--- config.mk ---
export PLATFORM = sky130hd
export DESIGN_NAME = filt_ctrl_regs
export DESIGN_NICKNAME = d
export VERILOG_FILES = /design/src/hw/filt_reg_pkg.sv /design/src/hw/filt_ctrl_regs.sv
export SDC_FILE = /design/constraint.sdc
export NUM_CORES = 1
export LEC_CHECK = 0
export ABC_AREA = 1
export BUFFER_PORTS_ARGS = -buffer_cell sky130_fd_sc_hd__buf_4
export CELL_PAD_IN_SITES_DETAIL_PLACEMENT = 1
export CELL_PAD_IN_SITES_GLOBAL_PLACEMENT = 1
export CORE_UTILIZATION = 29
export CTS_BUF_LIST = sky130_fd_sc_hd__clkbuf_16
export CTS_CLUSTER_SIZE = 28
export DETAILED_ROUTE_END_ITERATION = 8
export MAX_ROUTING_LAYER = met4
export PLACE_DENSITY = 0.82
export SYNTH_ARGS = -nofsm -noshare
export SYNTH_HDL_FRONTEND = slang
export SYNTH_SLANG_ARGS = --single-unit
--- constraint.sdc ---
create_clock -name clk_gated -period 1.17 [get_ports clk_gated]
set_input_delay 0.1755 -clock clk_gated [delete_from_list [all_inputs] [get_ports clk_gated]]
set_output_delay 0.1755 -clock clk_gated [all_outputs]
set_load 0.01 [all_outputs]
--- src/hw/filt_reg_pkg.sv ---
// ----------------------------------------
// Filter APB register block, shared types
// Register map, bus structs, field
// positions and reset values
// ----------------------------------------

package filt_reg_pkg;

  // Sizing ----------------------------------
  localparam int DATA_W    = 32;   // APB data width
  localparam int ADDR_W    = 8;    // APB address and table pointer width
  localparam int COEF_W    = 24;   // Coefficient width
  localparam int TBL_DEPTH = 256;  // Coefficient entries
  localparam int NUM_CHAN  = 18;   // Filter enables in FILT_CTRL
  localparam int GAIN_W    = 6;
  localparam int DELAY_W   = 5;
  localparam int DELAY_LSB = 8;    // CFG.DELAY_VAL at bits 12:8

  // Minimum pprivilege for the table registers
  localparam logic [1:0] TABLE_PRIV = 2'd1;

  // Field positions
  localparam int CTRL_FILT_EN_BIT  = 0;
  localparam int CTRL_CLKOFF_BIT   = 1;
  localparam int CTRL_BYPASS_BIT   = 2;
  localparam int CFG_DELAY_SEL_BIT = 0;
  localparam int ID_VERSION_LSB    = 8;

  // ID register contents
  localparam logic [7:0] PERIPH_TYPE    = 8'h3A;
  localparam logic [7:0] PERIPH_VERSION = 8'h12;

  localparam logic [GAIN_W-1:0] GAIN_RST = 6'd4;

  // Register map ----------------------------
  typedef enum logic [ADDR_W-1:0] {
    UNMAPPED      = 8'h00,  // Any address not listed
    CTRL          = 8'h10,
    CFG           = 8'h14,
    FILT_CTRL     = 8'h18,
    GAIN          = 8'h1C,
    TABLE_ADDR    = 8'h44,
    TABLE_WR_DATA = 8'h48,
    TABLE_WRINC   = 8'h4C,
    TABLE_WRDEC   = 8'h50,
    TABLE_RD      = 8'h54,
    TABLE_RDINC   = 8'h58,
    TABLE_RDDEC   = 8'h5C,
    ID            = 8'hFC
  } reg_addr_e;

  // Pointer action after a window access
  typedef enum logic [1:0] {
    NONE = 2'd0,
    INC  = 2'd1,
    DEC  = 2'd2
  } step_e;

  // Bus structs -----------------------------
  typedef struct packed {
    logic              psel;
    logic              penable;
    logic              pwrite;
    logic [ADDR_W-1:0] paddr;
    logic [DATA_W-1:0] pwdata;
    logic [1:0]        pprivilege;
  } apb_req_t;

  typedef struct packed {
    logic              pready;
    logic [DATA_W-1:0] prdata;
    logic              pslverr;
  } apb_rsp_t;

  // Decoded access, slave to register groups
  typedef struct packed {
    logic              wr;       // Write strobe, access phase
    logic              rd;       // Read strobe, access phase
    reg_addr_e         addr;
    logic              priv_ok;  // pprivilege >= TABLE_PRIV
    logic [DATA_W-1:0] wdata;
  } reg_acc_t;

  // Register outputs to the filter datapath
  typedef struct packed {
    logic                filt_en;
    logic                clkoff;
    logic                bypass;
    logic                delay_sel;
    logic [DELAY_W-1:0]  delay_val;
    logic [NUM_CHAN-1:0] chan_en;
    logic [GAIN_W-1:0]   gain;
  } filt_cfg_t;

  // Table command, table regs to memory
  typedef struct packed {
    logic [ADDR_W-1:0] ptr;
    logic              wr;     // Table write pulse
    logic [COEF_W-1:0] wdata;
    step_e             step;
  } tbl_cmd_t;

  localparam filt_cfg_t CFG_RST = '{
    filt_en:   1'b0,
    clkoff:    1'b1,
    bypass:    1'b1,
    delay_sel: 1'b0,
    delay_val: '0,
    chan_en:   '0,
    gain:      GAIN_RST
  };

endpackage

--- src/hw/filt_ctrl_regs.sv ---
// ----------------------------------------
// Filter configuration registers
// CTRL, CFG, FILT_CTRL, GAIN and the
// read-only ID, with their read mux
// ----------------------------------------

`timescale 1ns/10ps

module filt_ctrl_regs import filt_reg_pkg::*; (
  input  logic              clk_gated,
  input  logic              presetn_i,   // Async, active low
  input  reg_acc_t          acc_i,       // Decoded APB access
  output filt_cfg_t         filt_cfg_o,  // To filter datapath
  output logic [DATA_W-1:0] rdata_o      // Zero unless own address hit
);

  filt_cfg_t cfg_q;  // All config fields

  // Register write --------------------------
  always_ff @(posedge clk_gated, negedge presetn_i) begin
    if (!presetn_i) begin
      cfg_q <= CFG_RST;
    end else if (acc_i.wr) begin
      // Only defined fields take data
      case (acc_i.addr)
        CTRL: begin
          cfg_q.filt_en <= acc_i.wdata[CTRL_FILT_EN_BIT];
          cfg_q.clkoff  <= acc_i.wdata[CTRL_CLKOFF_BIT];
          cfg_q.bypass  <= acc_i.wdata[CTRL_BYPASS_BIT];
        end
        CFG: begin
          cfg_q.delay_sel <= acc_i.wdata[CFG_DELAY_SEL_BIT];
          cfg_q.delay_val <= acc_i.wdata[DELAY_LSB +: DELAY_W];  // Bits 12:8
        end
        FILT_CTRL: begin
          cfg_q.chan_en <= acc_i.wdata[NUM_CHAN-1:0];  // One enable per filter
        end
        GAIN: begin
          cfg_q.gain <= acc_i.wdata[GAIN_W-1:0];
        end
        default: ;  // ID is read only
      endcase
    end
  end

  assign filt_cfg_o = cfg_q;

  // Read mux --------------------------------
  always_comb begin
    rdata_o = '0;  // Undefined bits read zero
    case (acc_i.addr)
      CTRL: begin
        rdata_o[CTRL_FILT_EN_BIT] = cfg_q.filt_en;
        rdata_o[CTRL_CLKOFF_BIT]  = cfg_q.clkoff;
        rdata_o[CTRL_BYPASS_BIT]  = cfg_q.bypass;
      end
      CFG: begin
        rdata_o[CFG_DELAY_SEL_BIT]    = cfg_q.delay_sel;
        rdata_o[DELAY_LSB +: DELAY_W] = cfg_q.delay_val;
      end
      FILT_CTRL: begin
        rdata_o[NUM_CHAN-1:0] = cfg_q.chan_en;
      end
      GAIN: begin
        rdata_o[GAIN_W-1:0] = cfg_q.gain;
      end
      ID: begin
        // Constant identification word
        rdata_o[7:0]               = PERIPH_TYPE;
        rdata_o[ID_VERSION_LSB +: 8] = PERIPH_VERSION;
      end
      default: ;  // Not this group
    endcase
  end

endmodule

==> summary.md <==
| Metric | Value |
|---|---|
| Outcome | `complete, but fails checks` |
| Failing checks | `setup timing` |
| Critical path cell sequence | `buf_8 > nand2_4 > buf_6 > nor2_4 > buf_12 > nand3_2 > nand2_1 > inv_1 > nand2_2 > buf_6` |
| TritonCTS clock tree | `yes` |
| Core area | `0.00592 mm^2` |
| DP Wirelength | `4.02 mm` |
| Final setup vio count | `17` |
| IO Count | `110` |
| Cell with the most instances after synthesis | `nand2_1` |
| Port Buffer Count | `79` |
| Congestion Overflow GR | `0` |
| Drt first pass iters | `4` |
| Final antenna diode count | `0` |
| Vias in the first global route | `1846` |
| DRC Markers | `0` |
| Period utilization | `107%` |
| CP Launch Type | `input port` |
| Antenna viol nets, final | `0` |
| Layout Skew | `0 ps` |
| Synth Flop Type | `dfrtp_1` |
| Met1 WL | `2.50 mm` |
| Share of cells above drive strength 1 | `51.8%` |
| Cell mode on critical path | `buf_6` |
| CP peak stage delay | `180 ps` |
| Simple-gate area share of the yosys netlist | `29.9%` |
| Placed Cells | `399` |
| Die height | `80.6 um` |
| H-Tree Depth | `2` |
| Synth Register Bits | `33` |
| Clock root buffer | `clkbuf_16` |
| Minimum clock period | `1250 ps` |
| Initial antenna violation count | `0` |
| Synth cell types | `23` |
| DRT iter0 DRCs | `83` |
| Largest net degree at the start of global routing | `34` |
| First-pass GRT wire length | `8.87 mm` |
| Slowest-stage cell, CP | `nor2_4` |
| Post-Synth XOR/XNOR Area | `0%` |
| Placed cell area | `0.00254 mm^2` |
| Main combinational cell family by area after synthesis | `simple AND/OR/NAND/NOR gates` |
| Initial core utilization | `30.2%` |
| Synthesized area | `0.00179 mm^2` |
| Area grow syn2layout | `78.5%` |
| Seq/Total Area, Yosys | `46.3%` |
| Static Leakage | `1.75 nW` |
| Routed vias | `1940` |
| FMAX | `0.798 GHz` |
| RSZ-0062 raised after global routing | `yes` |
| Share of Yosys cell area claimed by the top area cell type | `41.9%` |
| Final instance area | `0.00320 mm^2` |
| Num CTS Buffers | `5` |
| Post-synth ARST share | `100%` |
| Synth top area cells | `dfrtp_1, nand2_1, nand3_1, inv_1, buf_4` |
| Die width | `80.6 um` |
| WL met2 | `3.39 mm` |
| WS Path Type | `input port to primary output` |
| Final worst slack | `-83.3 ps` |
| Syn. warnings | `0` |
| Row Count | `28` |
| Adder-Cell Fraction of Synth Area | `0%` |
| Synth Area in Compound Gates | `8.18%` |
| Final Routed Wirelength | `6.33 mm` |
| Drt wl/cell | `14.7 um` |
| Synthesized area per cell | `7.65 um^2` |
| CP Max Fanout | `4` |
| Mux cell area share after synthesis | `0%` |
| Nets@finish | `399` |
| Die area | `0.00649 mm^2` |
| Required time worst endpoint | `990 ps` |
| Synthesized instance count | `234` |
| Power density over the cells | `1010 mW/mm^2` |
| Area leader, netlist | `dfrtp_1` |
| CP endpoint kind | `primary output` |
| Worst Path Arrival | `1080 ps` |
| # clock sinks | `33` |
| Via/cell ratio | `4.51` |
| Fin. Hold Viols | `0` |
| FF-to-FF setup slack | `200 ps` |
| EDFF count, synth | `0` |
| Slew Viols, Final | `0` |
| Max FFs per register | `33` |
| Synth cell count leaders | `nand2_1, inv_1, dfrtp_1, nand3_1, buf_4` |
| Total GRT Usage | `18.9%` |
| Non-Filler Instances | `430` |
| CTS Buffer Depth | `2` |
| Power Total | `0.00321 W` |
| Later-pin clock latency in the skew report | `270 ps` |
| Met3 wire len | `272 um` |
| Top Layer Used | `met4` |
| Worst-path clk slew | `50 ps` |
| Worst Hold Class | `input port to flop` |
| Routability cong. | `0.742` |
| # Max-Cap Violations | `0` |
| Max VDD drop | `0.807 mV` |
## timing repair
action / CTS / global route
endpoints found under the setup margin: 18 / 21
pin swaps: 22 / 11
gates resized for setup: 63 / 32
hold buffers: 1 / 0
endpoints found under the hold margin: 30 / 0
buffers inserted: 9 / 13
## layout by cell type (no fill, tap or decap), types with 2 or more instances in the layout
cell type and n:
buf_6 23, buf_12 2, nand3_1 18, o21ai_0 9, nor2_2 6, nor2_1 6, nand3_2 13, nor2_4 4
dfstp_2 3, o21ai_1 14, clkbuf_16 5, inv_2 2, dfrtp_1 30, nand2_4 6, buf_8 4, conb_1 14
inv_4 4, nand2_1 52, buf_4 92, o21ai_2 3, inv_1 25, nand2_2 10
## path summary, 6_finish.rpt
| path | to | from | cells past startpoint |
|---|---|---|---|
| min in group asynchronous | filt_cfg_o[19]$_DFFE_PN0P_ | presetn_i | 2 |
| setup reg to reg | filt_cfg_o[30]$_DFFE_PN1P_ | filt_cfg_o[30]$_DFFE_PN1P_ | 4 |
| max in group asynchronous | filt_cfg_o[2]$_DFFE_PN1P_ | presetn_i | 2 |
| hold reg to reg | filt_cfg_o[20]$_DFFE_PN0P_ | filt_cfg_o[20]$_DFFE_PN0P_ | 2 |
| setup / recovery | rdata_o[1] | acc_i[35] | 10 |
| hold / removal | filt_cfg_o[22]$_DFFE_PN0P_ | acc_i[16] | 3 |
## area by class of cell
type | count | area (um^2)
flip-flops and latches | 33 | 830
multi-input cells | 159 | 900
clock inverters | 3 | 37.5
repair buffers | 122 | 1060
well taps | 75 | 93.8
clock buffers | 5 | 125
fillers | 716 | 2720
inverters | 33 | 151
## cells by family after synthesis
logic type	Yosys count
AOI/OAI and AO/OA	27
other	1
buffers and inverters	55
and+or+nand+nor	118
DFF	33
## metal layers
| metal | vias up | track usage (%) |
|---|---|---|
| met5 | - | - |
| met4 | 0 | 6.61 |
| met3 | 13 | 3.86 |
| met2 | 60 | 33.2 |
| met1 | 929 | 21.3 |
| li1 | 938 | - |
## through the flow
step / utilization, % / hold WS, ps / worst slack [ps] / TNS [ps]
floorplan: - / -120 / 36.9 / 0
global placement: 42.9 / 143 / -148 / -4200
detailed placement: 42.9 / 149 / -161 / -5230
CTS: 50.2 / 122 / -66.3 / -645
global route: 54.0 / 131 / -142 / -1830
finish: 54.0 / 125 / -83.3 / -688
## report_power, final
part	leakage [nW]	switching, W	internal, W	total (W)
clock	0.0826	0.000470	0.000988	0.00146
sequential	0.445	0.0000490	0.00120	0.00125
combinational	1.22	0.000252	0.000254	0.000505
total	1.75	0.000770	0.00244	0.00321
## critical path, delay by kind of cell
kind	cells	cell delay (ps)
buffers and inverters	5	480
and+or+nand+nor	5	400
(Power assumes the default switching activity.)
