File: src/hw/filt_reg_pkg.sv
// ----------------------------------------
// Filter APB register block, shared types
// Register map, bus structs, field
// positions and reset values
// ----------------------------------------

package filt_reg_pkg;

  // Sizing ----------------------------------
  localparam int DATA_W    = 32;   // APB data width
  localparam int ADDR_W    = 8;    // APB address and table pointer width
  localparam int COEF_W    = 24;   // Coefficient width
  localparam int TBL_DEPTH = 256;  // Coefficient entries
  localparam int NUM_CHAN  = 18;   // Filter enables in FILT_CTRL
  localparam int GAIN_W    = 6;
  localparam int DELAY_W   = 5;
  localparam int DELAY_LSB = 8;    // CFG.DELAY_VAL at bits 12:8

  // Minimum pprivilege for the table registers
  localparam logic [1:0] TABLE_PRIV = 2'd1;

  // Field positions
  localparam int CTRL_FILT_EN_BIT  = 0;
  localparam int CTRL_CLKOFF_BIT   = 1;
  localparam int CTRL_BYPASS_BIT   = 2;
  localparam int CFG_DELAY_SEL_BIT = 0;
  localparam int ID_VERSION_LSB    = 8;

  // ID register contents
  localparam logic [7:0] PERIPH_TYPE    = 8'h3A;
  localparam logic [7:0] PERIPH_VERSION = 8'h12;

  localparam logic [GAIN_W-1:0] GAIN_RST = 6'd4;

  // Register map ----------------------------
  typedef enum logic [ADDR_W-1:0] {
    UNMAPPED      = 8'h00,  // Any address not listed
    CTRL          = 8'h10,
    CFG           = 8'h14,
    FILT_CTRL     = 8'h18,
    GAIN          = 8'h1C,
    TABLE_ADDR    = 8'h44,
    TABLE_WR_DATA = 8'h48,
    TABLE_WRINC   = 8'h4C,
    TABLE_WRDEC   = 8'h50,
    TABLE_RD      = 8'h54,
    TABLE_RDINC   = 8'h58,
    TABLE_RDDEC   = 8'h5C,
    ID            = 8'hFC
  } reg_addr_e;

  // Pointer action after a window access
  typedef enum logic [1:0] {
    NONE = 2'd0,
    INC  = 2'd1,
    DEC  = 2'd2
  } step_e;

  // Bus structs -----------------------------
  typedef struct packed {
    logic              psel;
    logic              penable;
    logic              pwrite;
    logic [ADDR_W-1:0] paddr;
    logic [DATA_W-1:0] pwdata;
    logic [1:0]        pprivilege;
  } apb_req_t;

  typedef struct packed {
    logic              pready;
    logic [DATA_W-1:0] prdata;
    logic              pslverr;
  } apb_rsp_t;

  // Decoded access, slave to register groups
  typedef struct packed {
    logic              wr;       // Write strobe, access phase
    logic              rd;       // Read strobe, access phase
    reg_addr_e         addr;
    logic              priv_ok;  // pprivilege >= TABLE_PRIV
    logic [DATA_W-1:0] wdata;
  } reg_acc_t;

  // Register outputs to the filter datapath
  typedef struct packed {
    logic                filt_en;
    logic                clkoff;
    logic                bypass;
    logic                delay_sel;
    logic [DELAY_W-1:0]  delay_val;
    logic [NUM_CHAN-1:0] chan_en;
    logic [GAIN_W-1:0]   gain;
  } filt_cfg_t;

  // Table command, table regs to memory
  typedef struct packed {
    logic [ADDR_W-1:0] ptr;
    logic              wr;     // Table write pulse
    logic [COEF_W-1:0] wdata;
    step_e             step;
  } tbl_cmd_t;

  localparam filt_cfg_t CFG_RST = '{
    filt_en:   1'b0,
    clkoff:    1'b1,
    bypass:    1'b1,
    delay_sel: 1'b0,
    delay_val: '0,
    chan_en:   '0,
    gain:      GAIN_RST
  };

endpackage

File: src/hw/filt_table_regs.sv
// ----------------------------------------
// Coefficient table registers
// Pointer and write data registers, the
// window triggers and step commands, and
// table read data, all privilege gated
// ----------------------------------------

`timescale 1ns/10ps

module filt_table_regs import filt_reg_pkg::*; (
  input  logic              clk_gated,
  input  logic              presetn_i,    // Async, active low
  input  reg_acc_t          acc_i,        // Decoded APB access
  input  logic [COEF_W-1:0] tbl_rdata_i,  // Entry at current pointer
  input  logic [ADDR_W-1:0] ptr_d_i,      // Pointer update from table
  input  logic              ptr_den_i,
  output tbl_cmd_t          cmd_o,
  output logic [DATA_W-1:0] rdata_o       // Zero unless own address hit
);

  logic [ADDR_W-1:0] ptr_q;      // TABLE_ADDR
  logic [COEF_W-1:0] wr_data_q;  // TABLE_WR_DATA
  logic              wr_trig_q;  // Delayed write after TABLE_WR_DATA
  logic              wr_ok;      // Privileged write
  logic              rd_ok;      // Privileged read
  logic              win_wr;     // Write through WRINC or WRDEC
  logic              inc_hit;
  logic              dec_hit;

  assign wr_ok = acc_i.wr & acc_i.priv_ok;
  assign rd_ok = acc_i.rd & acc_i.priv_ok;

  assign win_wr  = wr_ok & ((acc_i.addr == TABLE_WRINC) | (acc_i.addr == TABLE_WRDEC));
  assign inc_hit = (wr_ok & (acc_i.addr == TABLE_WRINC))
                 | (rd_ok & (acc_i.addr == TABLE_RDINC));
  assign dec_hit = (wr_ok & (acc_i.addr == TABLE_WRDEC))
                 | (rd_ok & (acc_i.addr == TABLE_RDDEC));

  // Registers and write trigger -------------
  always_ff @(posedge clk_gated, negedge presetn_i) begin
    if (!presetn_i) begin
      ptr_q     <= '0;
      wr_data_q <= '0;
      wr_trig_q <= 1'b0;
    end else begin
      wr_trig_q <= wr_ok & (acc_i.addr == TABLE_WR_DATA);  // Pulse next cycle
      if (ptr_den_i) begin
        ptr_q <= ptr_d_i;  // Table stepping wins
      end else if (wr_ok && (acc_i.addr == TABLE_ADDR)) begin
        ptr_q <= acc_i.wdata[ADDR_W-1:0];
      end
      if (wr_ok && (acc_i.addr == TABLE_WR_DATA)) begin
        wr_data_q <= acc_i.wdata[COEF_W-1:0];
      end
    end
  end

  // Table command
  always_comb begin
    cmd_o.ptr   = ptr_q;
    cmd_o.wr    = wr_trig_q | win_wr;
    // Window data goes straight from the bus
    cmd_o.wdata = wr_trig_q ? wr_data_q : acc_i.wdata[COEF_W-1:0];
    if (inc_hit) begin
      cmd_o.step = INC;
    end else if (dec_hit) begin
      cmd_o.step = DEC;
    end else begin
      cmd_o.step = NONE;
    end
  end

  // Read data -------------------------------
  always_comb begin
    rdata_o = '0;
    if (acc_i.priv_ok) begin  // Zero without privilege
      case (acc_i.addr)
        TABLE_ADDR:    rdata_o[ADDR_W-1:0] = ptr_q;
        TABLE_WR_DATA: rdata_o[COEF_W-1:0] = wr_data_q;
        TABLE_WRINC, TABLE_WRDEC,
        TABLE_RD, TABLE_RDINC, TABLE_RDDEC:
          rdata_o[COEF_W-1:0] = tbl_rdata_i;  // Live entry
        default: ;
      endcase
    end
  end

  // Delayed write never meets a window access
  a_one_source: assert property (@(posedge clk_gated) disable iff (!presetn_i)
    wr_trig_q |-> !win_wr && (cmd_o.step == NONE));

endmodule

File: config.mk
export PLATFORM = sky130hd
export DESIGN_NAME = filt_table_regs
export DESIGN_NICKNAME = d
export VERILOG_FILES = /design/src/hw/filt_reg_pkg.sv /design/src/hw/filt_table_regs.sv
export SDC_FILE = /design/constraint.sdc
export NUM_CORES = 1
export LEC_CHECK = 0
export BUFFER_PORTS_ARGS = -buffer_cell sky130_fd_sc_hd__buf_2
export CORE_MARGIN = 2
export CORE_UTILIZATION = 35
export DETAILED_ROUTE_END_ITERATION = 10
export PLACE_DENSITY = 0.78
export SYNTH_ARGS = -nofsm -noshare
export SYNTH_HDL_FRONTEND = slang
export SYNTH_SLANG_ARGS = --single-unit
File: constraint.sdc
create_clock -name clk_gated -period 2.8 [get_ports clk_gated]
set_clock_uncertainty 0.15 [all_clocks]
set_input_delay 0 -clock clk_gated [delete_from_list [all_inputs] [get_ports clk_gated]]
set_output_delay 0 -clock clk_gated [all_outputs]
set_load 0.01 [all_outputs]
==> metrics.md <==
| Metric | Value |
|---|---|
| RSZ-0062 raised after global routing | no |
| Post-route clock period utilization | 0.682 |
| Startpoint Class | register |
| CP max stage delay | 0.61 ns |
| Worst-Margin Slew | 0.773 ns |
| Area grow syn2layout | 43.1% |
| Clock network power share | 0.320 |
| Cell Rows | 30 |
| Max-Cap Viols | 0 |
| Fin. Hold Viols | 0 |
| Max Clock Freq | 524 MHz |
| I/O pin cnt | 145 |
| Internal power | 0.815 mW |
| Pwr/cell area | 332 nW/µm² |
| Clock root cell | clkbuf_8 |
| Full die area | 7480 µm² |
| Gr ovfl total | 0 |
| LEAKAGE | 1.86 nW |
| Die H | 86.5 µm |
| Worst Path Buf+Inv | 2 |
| Crit Path Class | register to primary output |
| Final-report max-slew violation count | 0 |
| Sw frac | 0.279 |
| CTS Sinks | 33 |
| DR iter-0 viols | 47 |
| CP Cell Sequence | buf_4 -> mux2_2 -> buf_2 |
| Setup WS post-layout | 0.890 ns |
| Status | completed |
| Final design utilization | 0.510 |
| Syn Inst Count | 204 |
| Largest net degree at the start of global routing | 34 |
| Core Area | 6680 µm² |
| # diodes | 0 |
| Slew headroom | 0.484 |
| Period minus WS final | 1.91 ns |
| Max VDD drop | 0.000209 V |
| Tot Pwr | 1.13 mW |
| GPL Wtd Cong | 0.733 |
| Avg Synthesized Cell Area | 11.7 µm² |
| Final Routed Wirelength | 6.69 mm |
| Register area share after synthesis | 0.347 |
| Yosys cell types | 31 |
| Vias in the first global route | 2252 |
| Port bufs | 128 |
| DR WL/cell | 15.4 µm |
| Register bit count reported by yosys | 33 |
| DR vias/cell | 5.07 |
| H-tree levels | 2 |
| Netlist Area Pre-Place | 2380 µm² |
| Hold_ws | 0.145 ns |
| Post-placement setup slack | 0.812 ns |
| CP arrival | 1.76 ns |
| Comb pwr share | 0.226 |
| Critical-path top delay cell | dfrtp_1 |
| Hold buffer count at cts | 33 |
| Final setup violation count | 0 |
| Total global-route track usage | 0.179 |
| Starting Density | 0.356 |
| WP data required | 2.65 ns |
| Net count, final | 432 |
| Via count | 2207 |
| Cell family with most CP delay | flip-flops |
| CTS Buf Count | 5 |
| Sequential group share of total power | 0.454 |
| Post-CTS sizing | 0 |
| CP endpoint kind | primary output |
| Clk slew on worst S/H paths | 0.07 ns |
| First-pass GRT wire length | 10.4 mm |
| Critical path peak fanout | 15 |
| Clock tree buffer depth | 2 |
| DRC | 0 |
| TritonCTS clock tree | yes |
| Synth warnings | 0 |
| Worst skew pair latency | 0.29 ns |
| Worst hold-check path type | input pin to primary output |
| Antenna violations before repair | 0 |
| DRT Pass-1 Iters | 4 |
| Layout cells sized above 1 | 0.580 |
| HPWL after DPL | 4.60 mm |
| Antenna violation net count after detailed routing | 0 |
| # Post-CTS Setup Buffers | 0 |
| Switching power | 0.316 mW |
| Sum Neg Setup Slack | 0 ns |
| DIE WIDTH | 86.5 µm |
==> layout by cell type (no fill, tap or decap), types with 3 or more instances in the layout <==
master and instances:
a21oi_1 8, a22o_1 16, and3b_1 16, buf_2 128, clkbuf_8 5, conb_1 8, dfrtp_1 33, dlygate4sd3_1 33
mux2_2 45, mux2_4 19, nand2_1 11, nor3b_1 3, o211ai_1 8
==> cells by family after synthesis <==
group / share of synthesized area
AND/OR/NAND/NOR: 0.128
buffers and inverters: 0.0736
flip-flops: 0.347
AO/OA/AOI/OAI: 0.113
multiplexers: 0.337
other: 0.00157
==> area by class of cell <==
type	count	area, µm²
tap	80	100
sequential	33	826
clock buffer	5	68.8
inverter	1	3.75
multi-input combinational	150	1410
clock inverter	3	17.5
fill	619	3270
timing repair buffer	163	986
==> registers in the layout (all words and copies together), names as in the netlist <==
name,cells
wr_data_q,24
ptr_q,8
wr_trig_q,1
==> worst register-to-register path: cells and delay by family (launching register included) <==
kind                   cells  cell delay [ns]
buffers and inverters      1             0.56
muxes                      2             0.51
DFF                        1             0.40
==> per-stage QoR <==
| stage | instance area [µm²] | std cells |
|---|---|---|
| 5_1_grt | 3410 | 435 |
| 4_1_cts | 3410 | 435 |
| 3_3_place_gp | 2990 | 394 |
| 3_5_place_dp | 2990 | 394 |
| 2_1_floorplan | 2410 | 211 |
| 6_report | 3410 | 435 |
==> power groups by stage <==
stage / combinational [mW] / clock [mW] / sequential [mW]
2_1_floorplan: 0.112 / 0 / 0.524
3_3_place_gp: 0.209 / 0 / 0.521
3_5_place_dp: 0.215 / 0 / 0.522
4_1_cts: 0.255 / 0.375 / 0.513
5_1_grt: 0.279 / 0.399 / 0.516
6_report: 0.255 / 0.362 / 0.513
==> layer usage <==
metal,part of all wire,track usage,up-vias
met5,0,0,-
met3,0.067,0.0476,8
met4,0.011,0.0511,0
li1,-,-,1044
met2,0.51,0.330,99
met1,0.41,0.201,1056
==> synth_stat cells (all sizes together) <==
cell    count  area, µm²
mux2i       1       10.0
inv         1       3.75
nor2b       1       6.26
or2         1       6.26
and4bb      1       12.5
and3        2       12.5
nor3        1       10.0
nor3b       3       22.5
conb        1       3.75
buf        21        149
a21o        1       7.51
and4        1       8.76
nand4       2       33.8
nor2        1       3.75
o211ai      8       60.1
a22o       16        140
a21oi       8       40.0
nand2      11       41.3
dfrtp      33        826
nand3b      1       7.51
a41o        1       10.0
clkbuf      6       22.5
o21ai       1       5.00
mux2       64        792
a31oi       1       6.26
and3b      16        140
==> worst paths after layout <==
| check | from | endpoint | slack, ns | cells past startpoint |
|---|---|---|---|---|
| setup / recovery | wr_trig_q | cmd_o[11] | 0.89 | 3 |
| max in group asynchronous | presetn_i | wr_data_q[8] | 1.82 | 2 |
| min in group asynchronous | presetn_i | wr_data_q[3] | 0.18 | 2 |
| hold reg to reg | wr_data_q[4] | wr_data_q[4] | 0.38 | 1 |
| hold / removal | tbl_rdata_i[18] | rdata_o[18] | 0.14 | 3 |
| setup reg to reg | ptr_q[2] | ptr_q[2] | 1.06 | 3 |
No activity file was read; power rests on OpenSTA's default activity.
