## src/hw/filt_reg_pkg.sv

```systemverilog
// ----------------------------------------
// Filter APB register block, shared types
// Register map, bus structs, field
// positions and reset values
// ----------------------------------------

package filt_reg_pkg;

  // Sizing ----------------------------------
  localparam int DATA_W    = 32;   // APB data width
  localparam int ADDR_W    = 8;    // APB address and table pointer width
  localparam int COEF_W    = 24;   // Coefficient width
  localparam int TBL_DEPTH = 256;  // Coefficient entries
  localparam int NUM_CHAN  = 18;   // Filter enables in FILT_CTRL
  localparam int GAIN_W    = 6;
  localparam int DELAY_W   = 5;
  localparam int DELAY_LSB = 8;    // CFG.DELAY_VAL at bits 12:8

  // Minimum pprivilege for the table registers
  localparam logic [1:0] TABLE_PRIV = 2'd1;

  // Field positions
  localparam int CTRL_FILT_EN_BIT  = 0;
  localparam int CTRL_CLKOFF_BIT   = 1;
  localparam int CTRL_BYPASS_BIT   = 2;
  localparam int CFG_DELAY_SEL_BIT = 0;
  localparam int ID_VERSION_LSB    = 8;

  // ID register contents
  localparam logic [7:0] PERIPH_TYPE    = 8'h3A;
  localparam logic [7:0] PERIPH_VERSION = 8'h12;

  localparam logic [GAIN_W-1:0] GAIN_RST = 6'd4;

  // Register map ----------------------------
  typedef enum logic [ADDR_W-1:0] {
    UNMAPPED      = 8'h00,  // Any address not listed
    CTRL          = 8'h10,
    CFG           = 8'h14,
    FILT_CTRL     = 8'h18,
    GAIN          = 8'h1C,
    TABLE_ADDR    = 8'h44,
    TABLE_WR_DATA = 8'h48,
    TABLE_WRINC   = 8'h4C,
    TABLE_WRDEC   = 8'h50,
    TABLE_RD      = 8'h54,
    TABLE_RDINC   = 8'h58,
    TABLE_RDDEC   = 8'h5C,
    ID            = 8'hFC
  } reg_addr_e;

  // Pointer action after a window access
  typedef enum logic [1:0] {
    NONE = 2'd0,
    INC  = 2'd1,
    DEC  = 2'd2
  } step_e;

  // Bus structs -----------------------------
  typedef struct packed {
    logic              psel;
    logic              penable;
    logic              pwrite;
    logic [ADDR_W-1:0] paddr;
    logic [DATA_W-1:0] pwdata;
    logic [1:0]        pprivilege;
  } apb_req_t;

  typedef struct packed {
    logic              pready;
    logic [DATA_W-1:0] prdata;
    logic              pslverr;
  } apb_rsp_t;

  // Decoded access, slave to register groups
  typedef struct packed {
    logic              wr;       // Write strobe, access phase
    logic              rd;       // Read strobe, access phase
    reg_addr_e         addr;
    logic              priv_ok;  // pprivilege >= TABLE_PRIV
    logic [DATA_W-1:0] wdata;
  } reg_acc_t;

  // Register outputs to the filter datapath
  typedef struct packed {
    logic                filt_en;
    logic                clkoff;
    logic                bypass;
    logic                delay_sel;
    logic [DELAY_W-1:0]  delay_val;
    logic [NUM_CHAN-1:0] chan_en;
    logic [GAIN_W-1:0]   gain;
  } filt_cfg_t;

  // Table command, table regs to memory
  typedef struct packed {
    logic [ADDR_W-1:0] ptr;
    logic              wr;     // Table write pulse
    logic [COEF_W-1:0] wdata;
    step_e             step;
  } tbl_cmd_t;

  localparam filt_cfg_t CFG_RST = '{
    filt_en:   1'b0,
    clkoff:    1'b1,
    bypass:    1'b1,
    delay_sel: 1'b0,
    delay_val: '0,
    chan_en:   '0,
    gain:      GAIN_RST
  };

endpackage

```

## src/hw/filt_apb_slave.sv

```systemverilog
// ----------------------------------------
// Filter APB slave
// Captures the address in setup, decodes
// it, forms strobes and privilege flag,
// returns zero-wait responses
// ----------------------------------------

`timescale 1ns/10ps

module filt_apb_slave import filt_reg_pkg::*; (
  input  logic              clk_gated,
  input  logic              presetn_i,      // Async, active low
  input  apb_req_t          apb_req_i,
  input  logic [DATA_W-1:0] ctrl_rdata_i,   // CTRL group read word
  input  logic [DATA_W-1:0] table_rdata_i,  // Table group read word
  output reg_acc_t          acc_o,
  output apb_rsp_t          apb_rsp_o
);

  logic [ADDR_W-1:0] paddr_q;   // Address from setup phase
  reg_addr_e         addr_dec;
  logic              access;    // Access phase
  logic [DATA_W-1:0] rd_word;

  // Address capture -------------------------
  always_ff @(posedge clk_gated, negedge presetn_i) begin
    if (!presetn_i) begin
      paddr_q <= '0;
    end else if (apb_req_i.psel && !apb_req_i.penable) begin
      paddr_q <= apb_req_i.paddr;  // Setup phase
    end
  end

  // Decode against the register map
  always_comb begin
    case (paddr_q)
      CTRL, CFG, FILT_CTRL, GAIN,
      TABLE_ADDR, TABLE_WR_DATA, TABLE_WRINC, TABLE_WRDEC,
      TABLE_RD, TABLE_RDINC, TABLE_RDDEC, ID:
        addr_dec = reg_addr_e'(paddr_q);
      default:
        addr_dec = UNMAPPED;
    endcase
  end

  assign access = apb_req_i.psel & apb_req_i.penable;

  // Decoded access to both groups
  assign acc_o.wr      = access & apb_req_i.pwrite;
  assign acc_o.rd      = access & ~apb_req_i.pwrite;
  assign acc_o.addr    = addr_dec;
  assign acc_o.priv_ok = (apb_req_i.pprivilege >= TABLE_PRIV);
  assign acc_o.wdata   = apb_req_i.pwdata;

  // Read word by address region
  always_comb begin
    case (addr_dec)
      CTRL, CFG, FILT_CTRL, GAIN, ID:
        rd_word = ctrl_rdata_i;
      TABLE_ADDR, TABLE_WR_DATA, TABLE_WRINC, TABLE_WRDEC,
      TABLE_RD, TABLE_RDINC, TABLE_RDDEC:
        rd_word = table_rdata_i;
      default:
        rd_word = '0;                   // Unmapped
    endcase
  end

  // Zero-wait response
  assign apb_rsp_o.pready  = access;
  assign apb_rsp_o.prdata  = acc_o.rd ? rd_word : '0;
  assign apb_rsp_o.pslverr = 1'b0;

  // Protocol checks -------------------------
  // Access phase must follow a setup cycle
  a_setup_first: assert property (@(posedge clk_gated) disable iff (!presetn_i)
    $rose(apb_req_i.penable) |-> $past(apb_req_i.psel));

  // Address held from setup through access
  a_addr_stable: assert property (@(posedge clk_gated) disable iff (!presetn_i)
    access |-> (apb_req_i.paddr == paddr_q));

endmodule

```

## config.mk

```make
export PLATFORM = sky130hd
export DESIGN_NAME = filt_apb_slave
export DESIGN_NICKNAME = d
export VERILOG_FILES = /design/src/hw/filt_reg_pkg.sv /design/src/hw/filt_apb_slave.sv
export SDC_FILE = /design/constraint.sdc
export NUM_CORES = 1
export LEC_CHECK = 0
export BUFFER_PORTS_ARGS = -buffer_cell sky130_fd_sc_hd__buf_2
export CAP_MARGIN = 0
export CORE_AREA = 2 2 72 74
export DETAILED_ROUTE_END_ITERATION = 8
export DIE_AREA = 0 0 74 76
export PLACE_DENSITY = 0.8
export SETUP_SLACK_MARGIN = 0.1
export SLEW_MARGIN = 20
export SYNTH_ARGS = -nofsm -noshare
export SYNTH_HDL_FRONTEND = slang
export SYNTH_SLANG_ARGS = --single-unit
```

## constraint.sdc

```tcl
create_clock -name clk_gated -period 2.4 [get_ports clk_gated]
set_clock_uncertainty 0.2 [all_clocks]
set_input_delay 0.12 -clock clk_gated [delete_from_list [all_inputs] [get_ports clk_gated]]
set_output_delay 0.12 -clock clk_gated [all_outputs]
set_load 0.02 [all_outputs]
```

==> results.txt, run 1 <==
Highest Clock Rate: 458 MHz
Leading area contributor after synthesis: a32o_2
Nets: 332
Clock sinks: 8
Sequential fraction of the synthesis area: 16.6%
DR DRC count: 0
Initial antenna violation count: 0
WL per Instance: 13.5 microns
Core area: 4910 sq um
Io pins: 188
WP data required: 2080 ps
Period utilization: 91.0%
Ys async rst share: 100%
Clock transition at path regs: 40 ps
Largest regs: paddr_q: 8 flops
WL final: 3900 microns
Worst-path fanout max: 16
Mapped Cells: 126
Ys flop type: dfrtp_1
Area Overhead vs Synth: 46.6%
Setup TNS: 0 ps
Most frequent cell after synthesis: buf_4
Synthesis-stage register bit count: 8
HPWL after DPL: 2770 microns
Worst Path Arrival: 1860 ps
Max cap viols: 0
Syn_area_per_cell: 9.59 sq um
Number of global-route vias before repair: 1,247
Pins Over Slew Limit: 0
P_sw: 183 uW
Max reg flops: 8
Nature of the critical path endpoint: output pin
Final-report setup violation count: 0
Overall via count from detail_route: 1,346
Clock Latency Late Sink: 230 ps
Synth Warn #: 0
DR vias/cell: 4.66
CTS H-tree depth: 1
TritonRoute pass-1 iters: 4
Comb pwr share: 39.8%
Hold Crit Class: in2out
Most flops, register: paddr_q
Post-synth top cells: 36 x buf_4, 30 x a32o_2, 8 x buf_6, 8 x dfrtp_1, 6 x mux2_2
Cell area after synthesis: 1210 sq um
Clock tree root driver cell: clkbuf_8
Worst vdd ir: 300 uV
Post-synth EDFFs: 0
FP Rows: 26
Die W: 74 microns
Sw Share: 32.6%
Antenna viol nets, final: 0
Post-route cell area: 1770 sq um
Share of layout cells above drive strength 1: 79.5%
First-pass GRT wire length: 5630 microns
Flop pwr share: 32.1%
Crit Path Category: reg2out
Die Area: 5620 sq um
Final Power: 562 uW
Max Root-Sink Buffers: 2
# diodes: 0
Status: finished, final reports clean
CTS tree: done
Num CTS Buffers: 3
Initial Utilization: 24.6%
Final hold vios: 0
Grt total ovfl: 0
Synth unique cells: 28
Chip Height: 76 microns
Critical Path Start Type: register
Lkg Pwr: 1.09 nW
Total track usage: 12.4%
Iter 0 DRT Violations: 17
GPL Wtd Cong: 0.761
Share of the synthesized area in the top cell type: 28.0%
Synth top area cells: a32o_2 28%, buf_4 22%, dfrtp_1 17%
Internal: 379 uW
Clock share of power: 28.1%
Power density cells: 317 nW/um^2
Final min period: 2180 ps
RSZ-0062 raised after global routing: no
DP Area: 1550 sq um
# port buffers: 120
Largest net degree at the start of global routing: 34
path summary, 6_finish.rpt:
kind / from / to / slack [ps] / cells after the start
min in group asynchronous: presetn_i / paddr_q[1] / 70 / 2
hold / removal: apb_req_i[29] / acc_o[27] / 40 / 0
max in group asynchronous: presetn_i / paddr_q[2] / 1770 / 2
hold reg to reg: paddr_q[1] / paddr_q[1] / 350 / 1
setup / recovery: paddr_q[6] / apb_rsp_o[6] / 220 / 6
setup reg to reg: paddr_q[4] / paddr_q[4] / 1360 / 1
what timing repair did:
action                                  CTS  global route
endpoints found under the setup margin   32            32
gates cloned                              1             0
setup buffers                             3             0
hold buffers                              9             0
endpoints found under the hold margin    16             0
pin swaps                                 2             0
gates resized for setup                   1             3
worst max-delay path, cell delays in order, from the launching register on:
cell and delay (ps):
dfrtp_1 420, nor2b_2 190, o221ai_4 310, o22ai_4 130, buf_12 160, a32o_2 260
buf_2 160
power by group through the flow:
| stage | Combinational (mW) | Sequential, mW | Clock [mW] |
|---|---|---|---|
| 2_1_floorplan | 0.185 | 0.172 | 0 |
| 3_3_place_gp | 0.182 | 0.178 | 0 |
| 3_5_place_dp | 0.186 | 0.179 | 0 |
| 4_1_cts | 0.218 | 0.178 | 0.162 |
| 5_1_grt | 0.244 | 0.184 | 0.169 |
| 6_report | 0.223 | 0.181 | 0.158 |
through the flow:
step	setup slack [ps]	cells	hold slack, ps	utilization [%]
3_3_place_gp	153	273	-233	31.6
5_1_grt	111	289	40.0	36.1
3_5_place_dp	90.7	273	-232	31.6
2_1_floorplan	668	128	-376	-
4_1_cts	105	289	40.1	35.6
6_report	215	289	40.0	36.1
placed cells by master (no fill, tap or decap), types with 3 or more instances in the layout:
cell,count
buf_2,120
a32o_2,30
dlygate4sd3_1,9
dfrtp_1,8
mux2_2,6
nor2_1,4
buf_4,4
o21ai_0,3
and2_1,3
nand2_1,3
conb_1,3
clkbuf_8,3
per-layer routing:
metal	vias up	track usage [%]	share of wire, %
met2	82	23.2	51
met4	0	3.27	1.1
met5	-	0	0
met3	6	2.12	8.3
met1	618	14.0	39
li1	640	-	-
layout make-up:
cell class              count  area (sq um)
well taps                  70          87.6
fillers                   484          3140
inverters                   2          7.51
multi-input cells          71           674
flip-flops and latches      8           200
repair buffers            135           761
clock buffers               3          41.3
cell families (layout without fill, tap and decap cells):
logic type / after synthesis / in the layout / synth area share [%]
compound gates: 39 / 40 / 34.8
buf+inv: 50 / 140 / 31.7
flops: 8 / 8 / 16.6
mux: 6 / 6 / 5.59
other cells: 1 / 3 / 0.310
simple gates: 22 / 22 / 11.1
Power figures use the tool's default switching activity.
==> inputs of run 2 (changes only) <==
- CELL_PAD_IN_SITES_DETAIL_PLACEMENT: not set -> 1
- CELL_PAD_IN_SITES_GLOBAL_PLACEMENT: not set -> 1
- CORE_AREA: 2 2 72 74 -> not set
- CORE_UTILIZATION: not set -> 19
- DIE_AREA: 0 0 74 76 -> not set
- PLACE_DENSITY: 0.8 -> 0.95
==> run 2 against run 1 <==
  * Wire length is 24% higher
  * Worst hold slack barely moved
  * Largest cell class unchanged
  * Cell count grew 2.1%
  * Critical path depth did not move
  * Cell area up 0.28%
  * Critical path type unchanged
  * Core utilization shrank 6.6 points
  * Largest power group unchanged
  * Highest routed layer unchanged
==> results.txt, run 2 (synthesis gave the netlist of run 1 again) <==
P_sw: 191 uW (+4.5%)
Final hold vios: 0 (unchanged)
# diodes: 0 (unchanged)
RSZ-0062 raised after global routing: yes
Largest regs: paddr_q: 8 flops
GPL Wtd Cong: 0.700 (-8.0%)
HPWL after DPL: 3530 microns (+28%)
DP Area: 1560 sq um (+0.40%)
Clock sinks: 8 (unchanged)
DR DRC count: 0 (unchanged)
First-pass GRT wire length: 6980 microns (+24%)
Worst-path fanout max: 11 (-5)
Antenna viol nets, final: 0 (unchanged)
Total track usage: 14.0% (+1.6 points)
Grt total ovfl: 0 (unchanged)
# port buffers: 120 (unchanged)
Nature of the critical path endpoint: output pin
CTS H-tree depth: 1 (unchanged)
Max cap viols: 0 (unchanged)
Iter 0 DRT Violations: 23 (+6)
WL final: 4830 microns (+24%)
Max reg flops: 8 (unchanged)
Most flops, register: paddr_q
Highest Clock Rate: 452 MHz (-1.1%)
Post-route cell area: 1780 sq um (+0.28%)
Flop pwr share: 32.0% (about the same)
Rel. slew slack: 52.3%
Slowest-stage cell, CP: dfrtp_1
CP Cell Sequence: nor2b_2 > o221ai_4 > o22ai_4 > buf_12 > a32o_1 > buf_2
Power density cells: 320 nW/um^2 (+0.89%)
Commonest non-fill, non-tap cell in the layout: buf_2
Pins Over Slew Limit: 0 (unchanged)
Crit Path Category: reg2out
Die W: 81.8 microns (+10%)
Setup TNS: 0 ps (unchanged)
Io pins: 188 (unchanged)
Max Root-Sink Buffers: 2 (unchanged)
Final min period: 2210 ps (+25.4 ps)
Worst vdd ir: 326 uV (+8.5%)
TritonRoute pass-1 iters: 4 (unchanged)
Chip Height: 81.8 microns (+7.6%)
Clock transition at path regs: 40 ps (about the same)
Period utilization: 92.1% (+1.1 points)
Internal: 377 uW (-0.42%)
Sw Share: 33.6% (+1.1 points)
Clock tree root driver cell: clkbuf_8
Number of global-route vias before repair: 1,405 (+13%)
Critical path's largest stage delay: 440 ps (+20 ps)
CTS tree: done
Comb pwr share: 39.8% (about the same)
Hold Worst Slack: 40.0 ps (+0.00110 ps)
Core area: 6030 sq um (+23%)
Final-report setup violation count: 0 (unchanged)
Worst Max-Slew Pin Slew: 714 ps
Nets: 333 (+0.30%)
WL per Instance: 16.4 microns (+21%)
Area Overhead vs Synth: 47.0%
DR vias/cell: 4.63 (-0.51%)
Status: finished, final reports clean
Share of layout cells above drive strength 1: 79.5% (+0.093 points)
Crit path buffers/inverters: 2 (unchanged)
Largest net degree at the start of global routing: 34 (unchanged)
Die Area: 6680 sq um (+19%)
Clock Latency Late Sink: 230 ps (about the same)
Num CTS Buffers: 3 (unchanged)
Lkg Pwr: 1.10 nW (+0.34%)
Hold Crit Class: in2out
Critical Path Start Type: register
Overall via count from detail_route: 1,367 (+1.6%)
FP Rows: 28 (+7.7%)
Initial Utilization: 20.1% (-4.5 points)
Most frequent cells in the layout: 120 x buf_2, 30 x a32o_2, 9 x dlygate4sd3_1, 8 x dfrtp_1, 6 x mux2_2
Worst Path Arrival: 1890 ps (+30 ps)
Initial antenna violation count: 0 (unchanged)
WP data required: 2080 ps (about the same)
Clock share of power: 28.2% (about the same)
Delay-heaviest family, CP: compound AO/OA/AOI/OAI gates
run 2: stage by stage:
stage	power, mW	std cells	setup slack, ps	util [%]
after floorplan	0.357	128	668	-
after global placement	0.362	278	87.4	25.9
after detailed placement	0.371	278	24.8	25.9
after CTS	0.578	295	116	29.4
after global routing	0.610	295	91.9	29.5
final	0.569	295	190	29.5
run 2: power groups by stage:
stage                     Clock [mW]  Sequential (mW)  Combinational (mW)
after global routing           0.178            0.185               0.247
after CTS                      0.167            0.182               0.230
after detailed placement           0            0.181               0.190
final                          0.160            0.182               0.226
after global placement             0            0.178               0.183
after floorplan                    0            0.172               0.185
run 2: path summary, 6_finish.rpt:
check                              start             to  slack, ps  cells past startpoint
min in group asynchronous      presetn_i     paddr_q[6]         60                      2
setup reg to reg              paddr_q[5]     paddr_q[5]       1340                      2
hold / removal             apb_req_i[10]       acc_o[8]         40                      0
hold reg to reg               paddr_q[0]     paddr_q[0]        340                      1
setup / recovery              paddr_q[6]  apb_rsp_o[32]        190                      6
max in group asynchronous      presetn_i     paddr_q[3]       1770                      2
run 2: final cells by class:
cell class,count,area [sq um]
Multi-Input combinational cell,71,674
Sequential cell,8,200
Timing Repair Buffer,136,759
Tap cell,75,93.8
Fill cell,753,4250
Clock buffer,3,41.3
Inverter,2,7.51
run 2: metal layers:
| layer | up-vias | wire length, microns | track usage [%] |
|---|---|---|---|
| met5 | - | 0 | 0 |
| met4 | 0 | 46 | 4.04 |
| met3 | 6 | 402 | 3.22 |
| met2 | 78 | 2570 | 27.2 |
| met1 | 638 | 1810 | 14.6 |
| li1 | 645 | - | - |
run 2: timing repair:
item	4_1_cts	5_1_grt
pin swaps	2	1
gates cloned	1	0
hold buffers	9	0
gates resized for setup	4	1
setup buffers	4	0
hold endpoints to repair	16	0
endpoints found under the setup margin	32	14
==> inputs of run 3 (changes only) <==
- CORE_ASPECT_RATIO: not set -> 1.25
==> run 3 against run 2 <==
  * Global-route usage is 1.4 points lower
  * Wire length is 3.9% lower
  * Clock power is 3% lower
  * Flip-flop and latch count unchanged
  * Sequential share of layout area shrank 0.079 points
  * Critical endpoint is now apb_rsp_o[25]
  * Largest power group unchanged
==> results.txt, run 3 (synthesis gave the netlist of run 1 again) <==
Power density cells: 314 nW/um^2 (-1.9%)
Number of global-route vias before repair: 1,383 (-1.6%)
Highest Clock Rate: 450 MHz (-0.44%)
Max cap viols: 0 (unchanged)
Grt total ovfl: 0 (unchanged)
Hold Crit Class: in2out
P_sw: 184 uW (-3.9%)
Largest net degree at the start of global routing: 34 (unchanged)
HPWL after DPL: 3440 microns (-2.6%)
Util after Layout: 29.0% (-0.47 points)
DR vias/cell: 4.55 (-1.8%)
Antenna viol nets, final: 0 (unchanged)
Max Root-Sink Buffers: 2 (unchanged)
Clock transition at path regs: 40 ps (about the same)
Chip Height: 91.2 microns (+12%)
Critical Path Start Type: register
Hold Worst Slack: 40.0 ps (unchanged)
Num CTS Buffers: 3 (unchanged)
Sw Share: 32.7% (-0.90 points)
Nets: 331 (-0.60%)
DP Area: 1570 sq um (+0.80%)
Io pins: 188 (unchanged)
Initial Utilization: 19.6% (-0.46 points)
Period utilization: 92.5% (+0.40 points)
TritonRoute pass-1 iters: 4 (unchanged)
Setup slack after layout: 180 ps (-9.71 ps)
Nature of the critical path endpoint: output pin
Internal: 378 uW (+0.13%)
Status: finished, final reports clean
Clock share of power: 27.5% (-0.7 points)
Placed instance count: 288 (+3.6%)
Worst Path Arrival: 1900 ps (about the same)
Clock tree root driver cell: clkbuf_8
WL per Instance: 15.3 microns (-6.7%)
RSZ-0062 raised after global routing: no
Finished Layout Cells: 304 (+3.1%)
Pins Over Slew Limit: 0 (unchanged)
Commonest non-fill, non-tap cell in the layout: buf_2
Pre-CTS WS: 46.2 ps (+21.4 ps)
Core area: 6170 sq um (+2.3%)
Lkg Pwr: 1.09 nW (-0.76%)
Clock Latency Late Sink: 220 ps (about the same)
Area Overhead vs Synth: 48.0%
Setup TNS: 0 ps (unchanged)
Most frequent cells in the layout: 120 x buf_2, 30 x a32o_2, 9 x dlygate4sd3_1, 8 x dfrtp_1, 6 x mux2_2
Overall via count from detail_route: 1,383 (+1.2%)
Final-report setup violation count: 0 (unchanged)
CTS tree: done
Comb pwr share: 40.0% (+0.2 points)
Largest regs: paddr_q: 8 flops
Worst vdd ir: 337 uV (+3.4%)
FP Rows: 32 (+14%)
Share of layout cells above drive strength 1: 79.4% (-0.19 points)
Max reg flops: 8 (unchanged)
Die Area: 6690 sq um (about the same)
Final min period: 2220 ps (+9.71 ps)
Iter 0 DRT Violations: 27 (+17%)
# port buffers: 120 (unchanged)
Total track usage: 12.6% (-1.4 points)
CTS H-tree depth: 1 (unchanged)
GPL Wtd Cong: 0.754 (+7.7%)
Most flops, register: paddr_q
Post-route cell area: 1790 sq um (+0.70%)
First-pass GRT wire length: 6460 microns (-7.4%)
Fillers: 781 (+3.7%)
Final Power: 562 uW (-1.2%)
WP data required: 2080 ps (about the same)
Die W: 73.3 microns (-10%)
WL final: 4640 microns (-3.9%)
Worst-path fanout max: 16 (+5)
Clock sinks: 8 (unchanged)
DR DRC count: 0 (unchanged)
Final hold vios: 0 (unchanged)
Crit Path Category: reg2out
Flop pwr share: 32.5% (+0.5 points)
Initial antenna violation count: 1 (+1)
==> run 3: changes by cell type in the layout (fill, tap and decap cells not counted), sizes merged <==
cell	before	now
diode	0	1
buf	127	125
==> run 3: area by class of cell <==
class | instances | area [sq um] | share of cell area, %
timing repair buffer | 134 | 757 | 42.3
multi-input combinational | 71 | 674 | 37.7
sequential | 8 | 200 | 11.2
tap | 85 | 106 | 5.94
clock buffer | 3 | 41.3 | 2.31
inverter | 2 | 7.51 | 0.420
antenna | 1 | 2.50 | 0.140
==> run 3: worst max-delay path: stages (launching register included) <==
cell      delay (ps)
dfrtp_1          430
nor2b_2          200
o221ai_4         310
o22ai_4          140
buf_12           170
a32o_2           270
buf_2            160
==> run 3: worst paths after layout <==
check                      cells after the start         start  slack, ps            end
min reg2reg                                    1    paddr_q[2]        360     paddr_q[2]
max reg2reg                                    1    paddr_q[4]       1330     paddr_q[4]
max in group asynchronous                      2     presetn_i       1730     paddr_q[7]
min in group asynchronous                      2     presetn_i        100     paddr_q[6]
min                                            0  apb_req_i[2]         40       acc_o[0]
max                                            6    paddr_q[6]        180  apb_rsp_o[25]
==> run 3: repair_timing <==
action | 4_1_cts | 5_1_grt
buffers inserted | 2 | 0
gates resized for setup | 2 | 3
hold buffers | 9 | 0
endpoints found under the hold margin | 16 | 0
setup endpoints to repair | 32 | 32
pin swaps | 2 | 0
gates cloned | 1 | 0
==> run 3: layer usage <==
layer	wire [microns]	share of wire, %	vias to the layer above	GRT usage (%)
li1	-	-	634	-
met1	1610	35	654	11.9
met2	2460	53	89	25.2
met3	500	11	6	2.77
met4	77	1.7	0	4.49
met5	0	0	-	0
==> run 3: power groups by stage <==
| stage | Clock, mW | Combinational [mW] | Sequential (mW) |
|---|---|---|---|
| after floorplan | 0 | 0.185 | 0.172 |
| after global placement | 0 | 0.184 | 0.178 |
| after detailed placement | 0 | 0.190 | 0.181 |
| after CTS | 0.160 | 0.225 | 0.181 |
| after global routing | 0.164 | 0.243 | 0.188 |
| final | 0.155 | 0.225 | 0.182 |
